`config.mk`:
```
export PLATFORM = sky130hd
export DESIGN_NAME = controlUnit
export DESIGN_NICKNAME = d
export VERILOG_FILES = /design/src/common/ctrlPkg.sv /design/src/controlUnit/controlEncoder.sv /design/src/controlUnit/controlUnit.sv /design/src/controlUnit/instrDecoder.sv /design/src/controlUnit/phaseSequencer.sv
export SDC_FILE = /design/constraint.sdc
export NUM_CORES = 1
export LEC_CHECK = 0
export BUFFER_PORTS_ARGS = -buffer_cell sky130_fd_sc_hd__buf_2
export CAP_MARGIN = 20
export CORE_MARGIN = 2
export CORE_UTILIZATION = 30
export DETAILED_ROUTE_END_ITERATION = 8
export SETUP_SLACK_MARGIN = 0.4
export SYNTH_ARGS = -nofsm -noshare
export SYNTH_HDL_FRONTEND = slang
export SYNTH_SLANG_ARGS = --single-unit
```
`constraint.sdc`:
```
create_clock -name clk -period 4.42 [get_ports clk]
set_input_delay 0.442 -clock clk [delete_from_list [all_inputs] [get_ports clk]]
set_output_delay 0.442 -clock clk [all_outputs]
set_load 0.1 [all_outputs]
```
`src/common/ctrlPkg.sv`:
```
package ctrlPkg;

    // Instruction field widths
    localparam int opcodeWidth = 6;
    localparam int functWidth = 6;

    // Primary opcodes handled by this control unit
    typedef enum logic [opcodeWidth-1:0] {
        opRType = 6'b000000,
        opJump  = 6'b000010,
        opAddi  = 6'b001000,
        opAddiu = 6'b001001
    } opcodeT;

    // Funct codes of the register class
    typedef enum logic [functWidth-1:0] {
        functAdd = 6'b100000,
        functSub = 6'b100010,
        functAnd = 6'b100100,
        functSlt = 6'b101010
    } functT;

    typedef enum logic [2:0] {
        instrAdd     = 3'd0,
        instrSub     = 3'd1,
        instrAnd     = 3'd2,
        instrSlt     = 3'd3,
        instrAddi    = 3'd4,
        instrAddiu   = 3'd5,
        instrJump    = 3'd6,
        instrUnknown = 3'd7
    } instrKindT;

    typedef enum logic [2:0] {
        stateReset     = 3'd0,
        stateFetch     = 3'd1,
        stateDecode    = 3'd2,
        stateAluExec   = 3'd3,
        stateAluWrite  = 3'd4,
        stateJump      = 3'd5,
        stateException = 3'd6
    } ctrlStateT;

    // ALU first operand
    localparam int aluSrcAWidth = 2;
    localparam logic [aluSrcAWidth-1:0] aluSrcAPc = 2'b00;
    localparam logic [aluSrcAWidth-1:0] aluSrcAReg = 2'b10;

    // ALU second operand
    localparam int aluSrcBWidth = 3;
    localparam logic [aluSrcBWidth-1:0] aluSrcBReg = 3'b000;
    localparam logic [aluSrcBWidth-1:0] aluSrcBFour = 3'b001;
    localparam logic [aluSrcBWidth-1:0] aluSrcBImm = 3'b010;
    localparam logic [aluSrcBWidth-1:0] aluSrcBBranch = 3'b011;

    // ALU function, compare used for SLT
    localparam int aluOpWidth = 3;
    localparam logic [aluOpWidth-1:0] aluOpAdd = 3'b001;
    localparam logic [aluOpWidth-1:0] aluOpSub = 3'b010;
    localparam logic [aluOpWidth-1:0] aluOpAnd = 3'b011;
    localparam logic [aluOpWidth-1:0] aluOpSlt = 3'b111;

    // Next PC source
    localparam int pcSourceWidth = 3;
    localparam logic [pcSourceWidth-1:0] pcSrcAluResult = 3'b010;
    localparam logic [pcSourceWidth-1:0] pcSrcJumpTarget = 3'b011;
    localparam logic [pcSourceWidth-1:0] pcSrcExcVector = 3'b100;

    // Register file write address
    localparam int regDstWidth = 2;
    localparam logic [regDstWidth-1:0] regDstRt = 2'b00;
    localparam logic [regDstWidth-1:0] regDstRd = 2'b01;

    // Exception cause recorded with EPC
    localparam int causeWidth = 2;
    localparam logic [causeWidth-1:0] causeOpcode = 2'b00;
    localparam logic [causeWidth-1:0] causeOverflow = 2'b01;

endpackage

```
`src/controlUnit/controlEncoder.sv`:
```
`timescale 1ns/1ps

module controlEncoder #(
    parameter int fetchCycles = 4,
    parameter int decodeCycles = 2
) (
    input  ctrlPkg::ctrlStateT state,
    input  logic [$clog2(((fetchCycles > decodeCycles) ? fetchCycles : decodeCycles) + 1)-1:0]
        phaseCount,
    input  ctrlPkg::instrKindT latchedKind,
    input  logic [ctrlPkg::causeWidth-1:0] exceptionCause,
    output logic irWrite,
    output logic pcWrite,
    output logic writeA,
    output logic writeB,
    output logic aluOutWrite,
    output logic regWrite,
    output logic epcWrite,
    output logic resetOut,
    output logic [ctrlPkg::aluSrcAWidth-1:0] aluSrcA,
    output logic [ctrlPkg::aluSrcBWidth-1:0] aluSrcB,
    output logic [ctrlPkg::aluOpWidth-1:0] aluOperation,
    output logic [ctrlPkg::pcSourceWidth-1:0] pcSource,
    output logic [ctrlPkg::regDstWidth-1:0] regDst,
    output logic [ctrlPkg::causeWidth-1:0] causeControl
);

    localparam int maxCycles = (fetchCycles > decodeCycles) ? fetchCycles : decodeCycles;
    localparam int countWidth = $clog2(maxCycles + 1);
    localparam logic [countWidth-1:0] lastFetch = countWidth'(fetchCycles - 1);

    logic immediateKind;

    assign immediateKind = (latchedKind == ctrlPkg::instrAddi) ||
                           (latchedKind == ctrlPkg::instrAddiu);

    always_comb begin
        irWrite = 1'b0;
        pcWrite = 1'b0;
        writeA = 1'b0;
        writeB = 1'b0;
        aluOutWrite = 1'b0;
        regWrite = 1'b0;
        epcWrite = 1'b0;
        resetOut = 1'b0;
        aluSrcA = '0;
        aluSrcB = '0;
        aluOperation = '0;
        pcSource = '0;
        regDst = '0;
        causeControl = '0;

        case (state)
            ctrlPkg::stateReset: begin
                resetOut = 1'b1;
            end
            ctrlPkg::stateFetch: begin
                // PC + 4, committed together with the IR load
                aluSrcA = ctrlPkg::aluSrcAPc;
                aluSrcB = ctrlPkg::aluSrcBFour;
                aluOperation = ctrlPkg::aluOpAdd;
                pcSource = ctrlPkg::pcSrcAluResult;
                if (phaseCount == lastFetch) begin
                    irWrite = 1'b1;
                    pcWrite = 1'b1;
                end
            end
            ctrlPkg::stateDecode: begin
                writeA = 1'b1;
                writeB = 1'b1;
                aluOutWrite = 1'b1;
                aluSrcA = ctrlPkg::aluSrcAPc;
                aluSrcB = ctrlPkg::aluSrcBBranch;
                aluOperation = ctrlPkg::aluOpAdd;
            end
            ctrlPkg::stateAluExec: begin
                aluOutWrite = 1'b1;
                aluSrcA = ctrlPkg::aluSrcAReg;
                aluSrcB = immediateKind ? ctrlPkg::aluSrcBImm : ctrlPkg::aluSrcBReg;
                case (latchedKind)
                    ctrlPkg::instrSub: aluOperation = ctrlPkg::aluOpSub;
                    ctrlPkg::instrAnd: aluOperation = ctrlPkg::aluOpAnd;
                    ctrlPkg::instrSlt: aluOperation = ctrlPkg::aluOpSlt;
                    default: aluOperation = ctrlPkg::aluOpAdd;
                endcase
            end
            ctrlPkg::stateAluWrite: begin
                regWrite = 1'b1;
                regDst = immediateKind ? ctrlPkg::regDstRt : ctrlPkg::regDstRd;
            end
            ctrlPkg::stateJump: begin
                pcWrite = 1'b1;
                pcSource = ctrlPkg::pcSrcJumpTarget;
            end
            ctrlPkg::stateException: begin
                epcWrite = 1'b1;
                pcWrite = 1'b1;
                pcSource = ctrlPkg::pcSrcExcVector;
                causeControl = exceptionCause;
            end
            default: begin
                resetOut = 1'b0;
            end
        endcase
    end

endmodule

```
`src/controlUnit/controlUnit.sv`:
```
`timescale 1ns/1ps

module controlUnit #(
    parameter int fetchCycles = 4,
    parameter int decodeCycles = 2
) (
    input  logic clk,
    input  logic reset,
    input  ctrlPkg::opcodeT opcode,
    input  ctrlPkg::functT funct,
    input  logic overflow,
    output logic irWrite,
    output logic pcWrite,
    output logic writeA,
    output logic writeB,
    output logic aluOutWrite,
    output logic regWrite,
    output logic epcWrite,
    output logic resetOut,
    output logic [ctrlPkg::aluSrcAWidth-1:0] aluSrcA,
    output logic [ctrlPkg::aluSrcBWidth-1:0] aluSrcB,
    output logic [ctrlPkg::aluOpWidth-1:0] aluOperation,
    output logic [ctrlPkg::pcSourceWidth-1:0] pcSource,
    output logic [ctrlPkg::regDstWidth-1:0] regDst,
    output logic [ctrlPkg::causeWidth-1:0] causeControl
);

    localparam int maxCycles = (fetchCycles > decodeCycles) ? fetchCycles : decodeCycles;
    localparam int countWidth = $clog2(maxCycles + 1);

    ctrlPkg::instrKindT instrKind;
    ctrlPkg::instrKindT latchedKind;
    ctrlPkg::ctrlStateT state;
    logic trapsOnOverflow;
    logic [countWidth-1:0] phaseCount;
    logic [ctrlPkg::causeWidth-1:0] exceptionCause;

    instrDecoder decoder (
        .opcode(opcode),
        .funct(funct),
        .instrKind(instrKind),
        .trapsOnOverflow(trapsOnOverflow)
    );

    phaseSequencer #(
        .fetchCycles(fetchCycles),
        .decodeCycles(decodeCycles)
    ) sequencer (
        .clk(clk),
        .reset(reset),
        .instrKind(instrKind),
        .trapsOnOverflow(trapsOnOverflow),
        .overflow(overflow),
        .state(state),
        .phaseCount(phaseCount),
        .latchedKind(latchedKind),
        .exceptionCause(exceptionCause)
    );

    controlEncoder #(
        .fetchCycles(fetchCycles),
        .decodeCycles(decodeCycles)
    ) encoder (
        .state(state),
        .phaseCount(phaseCount),
        .latchedKind(latchedKind),
        .exceptionCause(exceptionCause),
        .irWrite(irWrite),
        .pcWrite(pcWrite),
        .writeA(writeA),
        .writeB(writeB),
        .aluOutWrite(aluOutWrite),
        .regWrite(regWrite),
        .epcWrite(epcWrite),
        .resetOut(resetOut),
        .aluSrcA(aluSrcA),
        .aluSrcB(aluSrcB),
        .aluOperation(aluOperation),
        .pcSource(pcSource),
        .regDst(regDst),
        .causeControl(causeControl)
    );

endmodule

```
`src/controlUnit/instrDecoder.sv`:
```
`timescale 1ns/1ps

module instrDecoder (
    input  ctrlPkg::opcodeT opcode,
    input  ctrlPkg::functT funct,
    output ctrlPkg::instrKindT instrKind,
    output logic trapsOnOverflow
);

    // Opcode first, funct only matters for the register class
    always_comb begin
        instrKind = ctrlPkg::instrUnknown;
        case (opcode)
            ctrlPkg::opRType: begin
                case (funct)
                    ctrlPkg::functAdd: begin
                        instrKind = ctrlPkg::instrAdd;
                    end
                    ctrlPkg::functSub: begin
                        instrKind = ctrlPkg::instrSub;
                    end
                    ctrlPkg::functAnd: begin
                        instrKind = ctrlPkg::instrAnd;
                    end
                    ctrlPkg::functSlt: begin
                        instrKind = ctrlPkg::instrSlt;
                    end
                    default: begin
                        instrKind = ctrlPkg::instrUnknown;
                    end
                endcase
            end
            ctrlPkg::opAddi: begin
                instrKind = ctrlPkg::instrAddi;
            end
            ctrlPkg::opAddiu: begin
                instrKind = ctrlPkg::instrAddiu;
            end
            ctrlPkg::opJump: begin
                instrKind = ctrlPkg::instrJump;
            end
            default: begin
                instrKind = ctrlPkg::instrUnknown;
            end
        endcase
    end

    // Signed arithmetic only, ADDIU never traps
    always_comb begin
        case (instrKind)
            ctrlPkg::instrAdd,
            ctrlPkg::instrSub,
            ctrlPkg::instrAddi: begin
                trapsOnOverflow = 1'b1;
            end
            default: begin
                trapsOnOverflow = 1'b0;
            end
        endcase
    end

endmodule

```
`src/controlUnit/phaseSequencer.sv`:
```
`timescale 1ns/1ps

module phaseSequencer #(
    parameter int fetchCycles = 4,
    parameter int decodeCycles = 2
) (
    input  logic clk,
    input  logic reset,
    input  ctrlPkg::instrKindT instrKind,
    input  logic trapsOnOverflow,
    input  logic overflow,
    output ctrlPkg::ctrlStateT state,
    output logic [$clog2(((fetchCycles > decodeCycles) ? fetchCycles : decodeCycles) + 1)-1:0]
        phaseCount,
    output ctrlPkg::instrKindT latchedKind,
    output logic [ctrlPkg::causeWidth-1:0] exceptionCause
);

    localparam int maxCycles = (fetchCycles > decodeCycles) ? fetchCycles : decodeCycles;
    localparam int countWidth = $clog2(maxCycles + 1);
    localparam logic [countWidth-1:0] lastFetch = countWidth'(fetchCycles - 1);
    localparam logic [countWidth-1:0] lastDecode = countWidth'(decodeCycles - 1);

    ctrlPkg::ctrlStateT nextState;
    logic latchedTraps;
    logic decodeDone;
    logic overflowTrap;

    assign decodeDone = (state == ctrlPkg::stateDecode) && (phaseCount == lastDecode);
    assign overflowTrap = latchedTraps && overflow;

    always_comb begin
        nextState = state;
        case (state)
            ctrlPkg::stateReset: begin
                nextState = ctrlPkg::stateFetch;
            end
            ctrlPkg::stateFetch: begin
                if (phaseCount == lastFetch) begin
                    nextState = ctrlPkg::stateDecode;
                end
            end
            ctrlPkg::stateDecode: begin
                if (decodeDone) begin
                    case (instrKind)
                        ctrlPkg::instrJump: nextState = ctrlPkg::stateJump;
                        ctrlPkg::instrUnknown: nextState = ctrlPkg::stateException;
                        default: nextState = ctrlPkg::stateAluExec;
                    endcase
                end
            end
            ctrlPkg::stateAluExec: begin
                nextState = overflowTrap ? ctrlPkg::stateException : ctrlPkg::stateAluWrite;
            end
            default: begin
                // Write, jump and exception all take a single cycle
                nextState = ctrlPkg::stateFetch;
            end
        endcase
    end

    always_ff @(posedge clk) begin
        if (reset) begin
            state <= ctrlPkg::stateReset;
            phaseCount <= '0;
        end else begin
            state <= nextState;
            // Counter restarts whenever the state changes
            phaseCount <= (nextState != state) ? '0 : phaseCount + 1'b1;
        end
    end

    always_ff @(posedge clk) begin
        if (decodeDone) begin
            latchedKind <= instrKind;
            latchedTraps <= trapsOnOverflow;
        end
        if (decodeDone && instrKind == ctrlPkg::instrUnknown) begin
            exceptionCause <= ctrlPkg::causeOpcode;
        end else if (state == ctrlPkg::stateAluExec && overflowTrap) begin
            exceptionCause <= ctrlPkg::causeOverflow;
        end
    end

endmodule

```
==> metrics.cfg, run 1 <==
[synthesis]
yosysTopAreaCell = dfxtp_1
ys_top_cells_by_area = dfxtp_1 (16%), edfxtp_1 (14%), buf_4 (5.1%)
seq_area_frac_synth_pct = 29.55
synth.distinct_cells = 46
synth_top_family_by_area = simple AND/OR/NAND/NOR gates
synth-seq-cells = 11
ys.warnings.count = 0
synth_top_area_share_pct = 15.91
synthArstFlopShare_pct = 0
synthMuxAreaShare_pct = 2.557
syn_inst = 95
syn-cell-area_um2 = 880.8
synth_xor_area_share_pct = 0.9943
synth-simple-area-share_pct = 32.81
synthAdderAreaFrac_pct = 4.261
yosys-top-cells-count = nor2_1 (8), dfxtp_1 (7), buf_4 (6)
yosysMostFrequentCell = nor2_1
synthFlopType = dfxtp_1
postSynthAreaPerCell_um2 = 9.272
synth_edf_count = 4
synth_compound_area_share_pct = 19.46

[worst_setup_path]
required_ns = 3.98
endpoint_kind = primary output
critPathArrivalTime_ns = 1.89
start_kind = register
path_max_fanout = 12
critPathKind = reg2out

[floorplan]
core-area_um2 = 2781
rows = 19
die_x_um = 58.19
ios = 38
die_h_um = 58.19
die_area_um2 = 3385
start_util_pct = 31.67

[power_and_ir_drop]
seqPwrFrac_pct = 42.4
p_leak_uw = 0.0004461
p_sw_uw = 103.6
p_int_uw = 161.4
power_density_nw_per_um2 = 248.6
pwr-share-comb_pct = 31.5
swShare_pct = 39.08
power_frac_clock_pct = 26.0
ir_drop_uv = 106.9

[clocking]
clock_tree.buffer_depth = 2
clk_pin_slew_ns = 0.07
insertion_delay_ns = 0.27
clk_root_buffer_cell = clkbuf_4
htree_levels = 1
cts_buffers = 3
ctsHoldBuffers = 0
post_cts_resized = 0
cts_tree = done
post_cts_buffers = 0
cts.sinks = 11

[min_path]
hold_path_class = in2reg

[status]
status = completed

[sta]
setup_viol = 0
maxSlewHeadroom_pct = 55.72
skew_ns = 0.005931
fin_tns_setup_ns = 0
drv_slew = 0
finalCritPeriodShare_pct = 52.84
worst_pin_slew_ns = 0.6474
setup_ws_ns = 2.084
fin_crit_ns = 2.336
hold_viol_final = 0
max_freq_mhz = 428.1
rsz0062_at_grt = no

[global_route]
grt_start_max_net_pins = 15
grt.total_usage_pct = 12.41
grt_pass1_wl_mm = 3.263
antenna_found_initial = 0
grt_overflow_total = 0
grt_pass1_vias = 727

[drt]
drt_first_pass_iters = 4
ant_nets = 0
wire_per_inst_um = 12.80
wirelength_mm = 1.997
viasPerCell = 5.321
drcViolationCount = 0
drt-initial-drc-count = 17
vias = 830

[placed_design]
port_buffers = 33
hpwl_mm = 1.637
dp_slack_ns = 2.388
gp_congestion = 0.8247

[finish]
layout-drive-gt1-share_pct = 39.20
syn2layout_area_growth_pct = 21.02
diodes = 0
nFillCells = 278
layout.nets = 144

[run]
cap_violations = 0

-- worst paths after layout --
kind                                                    startpoint                            endpoint  slack (ns)  cells past startpoint
worst max-delay path                 sequencer.state[1]$_SDFF_PP0_                              writeB        2.08                      3
worst min-delay path                                         reset       sequencer.state[0]$_SDFF_PP0_        0.38                      2
worst max register to register       sequencer.state[1]$_SDFF_PP0_  sequencer.latchedKind[1]$_DFFE_PP_        2.56                      2
worst min register to register  sequencer.phaseCount[0]$_SDFF_PP0_  sequencer.phaseCount[0]$_SDFF_PP0_        0.50                      1
-- registers in the layout, summed over array words and instances (netlist names) --
register                  count
sequencer.exceptionCause      1
sequencer.latchedKind         3
sequencer.latchedTraps        1
sequencer.phaseCount          3
sequencer.state               3
-- per-stage QoR --
stage	total power (uW)	instance area [um2]	hold slack, ns	util (%)	cells
final	265.0	1066	0.3829	38.33	156
after global routing	274.6	1066	0.3862	38.33	156
after CTS	265.8	1066	0.3772	38.33	156
after detailed placement	198.4	1040	0.4810	37.38	152
after global placement	197.3	1040	0.4566	37.38	152
after floorplan	181.4	904.6	0.4417	-	98
-- metal layers --
layer	vias to the layer above	track usage [%]	part of all wire (%)
li1	406	-	-
met1	368	16.83	45
met2	50	19.16	43
met3	6	1.339	9.5
met4	0	6.977	2.5
met5	-	0	0
-- worst max-delay path, stage by stage (launching register included) --
cell	delay (ns)
dfxtp_1	0.54
or3b_1	0.54
inv_2	0.12
buf_2	0.43
-- cell usage in the layout (no fill, tap or decap), types with 2 or more instances in the layout --
| cell | count |
|---|---|
| buf_2 | 33 |
| nor2_1 | 8 |
| dfxtp_1 | 7 |
| o21ai_0 | 5 |
| and2_1 | 5 |
| nor3_1 | 5 |
| inv_1 | 4 |
| conb_1 | 4 |
| edfxtp_1 | 4 |
| a21oi_1 | 3 |
| nor3_2 | 3 |
| ha_1 | 3 |
| clkbuf_4 | 3 |
| or3b_1 | 2 |
| nand2b_1 | 2 |
| nand2_1 | 2 |
| nor3b_2 | 2 |
| a31oi_1 | 2 |
-- power by group through the flow --
stage | sequential (uW) | clock, uW | combinational (uW)
after detailed placement | 115 | 0 | 83.7
final | 112 | 69.0 | 83.6
after floorplan | 112 | 0 | 69.7
after global placement | 114 | 0 | 83.2
after CTS | 112 | 69.5 | 83.9
after global routing | 113 | 73.4 | 88.2
-- area by class of cell --
class,instances,area (um2),share of cell area [%]
Multi-Input combinational cell,72,556.8,52.23
Inverter,5,18.77,1.761
Tap cell,31,38.79,3.639
Sequential cell,11,260.3,24.41
Clock buffer,4,26.28,2.465
Timing Repair Buffer,33,165.2,15.49
-- logic make-up (layout without fill, tap and decap cells) --
family,Yosys count,after routing
muxes,1,1
DFF,11,11
adders and majority gates,3,3
and+or+nand+nor,42,42
other,1,4
AOI/OAI and AO/OA,21,21
xor gates and xnor gates,1,1
buffers and inverters,15,42
Note: power is estimated with default switching activity, not from simulation.
==> run 2, diff against run 1 <==
==> constraint.sdc (replaced) <==
create_clock -name clk -period 2.25 [get_ports clk]
set_input_delay 0.225 -clock clk [delete_from_list [all_inputs] [get_ports clk]]
set_output_delay 0.225 -clock clk [all_outputs]
set_load 0.1 [all_outputs]
==> run 2 against run 1 <==
  * Setup slack got worse by 1.6 ns
  * Sequential share of layout area down 2.6 points
  * Wire length down 0.10%
  * First-iteration DRC count is 18% higher
  * Largest power group unchanged
  * Highest routed layer is now met3
==> metrics.cfg, run 2 (same netlist as run 1, synthesis figures left out) <==
[status]
status = completed

[finish]
layout.nets = 146
layout-drive-gt1-share_pct = 55.91
diodes = 0
fin_area_um2 = 1242
syn2layout_area_growth_pct = 41.05
final_cell_mix = buf_2 (22), buf_4 (10), nor2_1 (7)
reg_top3 = sequencer.latchedKind: 3 flops, sequencer.phaseCount: 3 flops, sequencer.state: 3 flops
final_common_cell = buf_2

[sta]
worst_pin_slew_ns = 0.7349
rsz0062_at_grt = no
fin_crit_ns = 1.782
fin_tns_setup_ns = 0
finalCritPeriodShare_pct = 79.20
setup_viol = 0
hold_viol_final = 0
skew_ns = 0.01048
maxSlewHeadroom_pct = 49.74
max_freq_mhz = 561.2
drv_slew = 0

[clocking]
insertion_delay_ns = 0.27
clk_root_buffer_cell = clkbuf_4
cts.sinks = 11
ctsHoldBuffers = 0
cts_tree = done
htree_levels = 1
cts_buffers = 3
clk_pin_slew_ns = 0.07
clock_tree.buffer_depth = 2

[placed_design]
port_buffers = 33
hpwl_mm = 1.660
placed_cell_area_um2 = 1137
gp_congestion = 0.7906

[global_route]
grt_overflow_total = 0
grt_pass1_vias = 759
antenna_found_initial = 0
grt.total_usage_pct = 13.18
grt_start_max_net_pins = 15
grt_pass1_wl_mm = 3.436

[drt]
drt_first_pass_iters = 4
ant_nets = 0
wirelength_mm = 1.995
viasPerCell = 5.139
wire_per_inst_um = 12.63
vias = 812
drt-initial-drc-count = 20
drcViolationCount = 0

[floorplan]
die_area_um2 = 3385
start_util_pct = 31.67
die_x_um = 58.19
die_h_um = 58.19
rows = 19
ios = 38
core-area_um2 = 2781

[worst_setup_path]
required_ns = 2.03
path_max_fanout = 12
start_kind = register
endpoint_kind = primary output
critPathArrivalTime_ns = 1.56
critPathLaunch = sequencer.state[1]$_SDFF_PP0_
rr_startpoint = sequencer.state[1]$_SDFF_PP0_
critPathKind = reg2out

[min_path]
hold_start = reset
hold_path_class = in2reg

[power_and_ir_drop]
p_leak_uw = 0.0004925
power_density_nw_per_um2 = 421.9
ir_drop_uv = 315.5

[run]
cap_violations = 0

-- run 2: cell types whose count changed in the layout (fill, tap and decap cells not counted), sizes merged --
cell,before,now
buf,33,35
clkinvlp,0,1
inv,5,4
-- run 2: through the flow --
step	setup WS [ns]	total power (uW)	hold WS [ns]	util (%)	std cells
final	0.4680	524.1	0.1641	44.67	158
after global routing	0.3937	558.2	0.1469	44.67	158
after CTS	0.3672	528.3	0.1535	43.23	156
after detailed placement	0.4083	399.9	0.4344	40.89	152
after global placement	0.4601	397.9	0.4383	40.89	152
after floorplan	-0.3936	369.6	0.2900	-	98
-- run 2: where the power goes --
group          switching [uW]  internal [uW]
Clock                    60.8           68.4
Combinational             130           43.4
Sequential               12.0            209
Total                     203            321
-- run 2: worst paths after layout --
path                                                      endpoint  slack [ns]  cells after the start
worst max-delay path                                        writeB        0.47                      3
worst min register to register  sequencer.phaseCount[0]$_SDFF_PP0_        0.47                      1
worst max register to register  sequencer.phaseCount[0]$_SDFF_PP0_        0.58                      4
worst min-delay path                 sequencer.state[0]$_SDFF_PP0_        0.16                      2
-- run 2: area by class of cell --
type / count / area [um2]
Sequential cell: 11 / 271.5
Clock buffer: 4 / 26.28
Tap cell: 31 / 38.79
Timing Repair Buffer: 35 / 219.0
Inverter: 5 / 25.02
Fill cell: 275 / 1539
Multi-Input combinational cell: 72 / 661.9
-- run 2: repair_timing --
item,in CTS,in global routing
resized for setup,14,7
buffers inserted,0,2
endpoints found under the hold margin,0,0
setup endpoints to repair,12,9
-- run 2: worst max-delay path, stage by stage, from the launching register on --
cell,delay (ns)
dfxtp_4,0.45
or3b_4,0.47
inv_4,0.08
buf_4,0.28
-- run 2: routing by layer --
metal	up-vias	GRT usage, %	routed length (um)
met2	22	21.27	979
met3	0	3.795	99
met4	0	3.987	0
met1	380	17.08	916
li1	410	-	-
met5	-	0	0
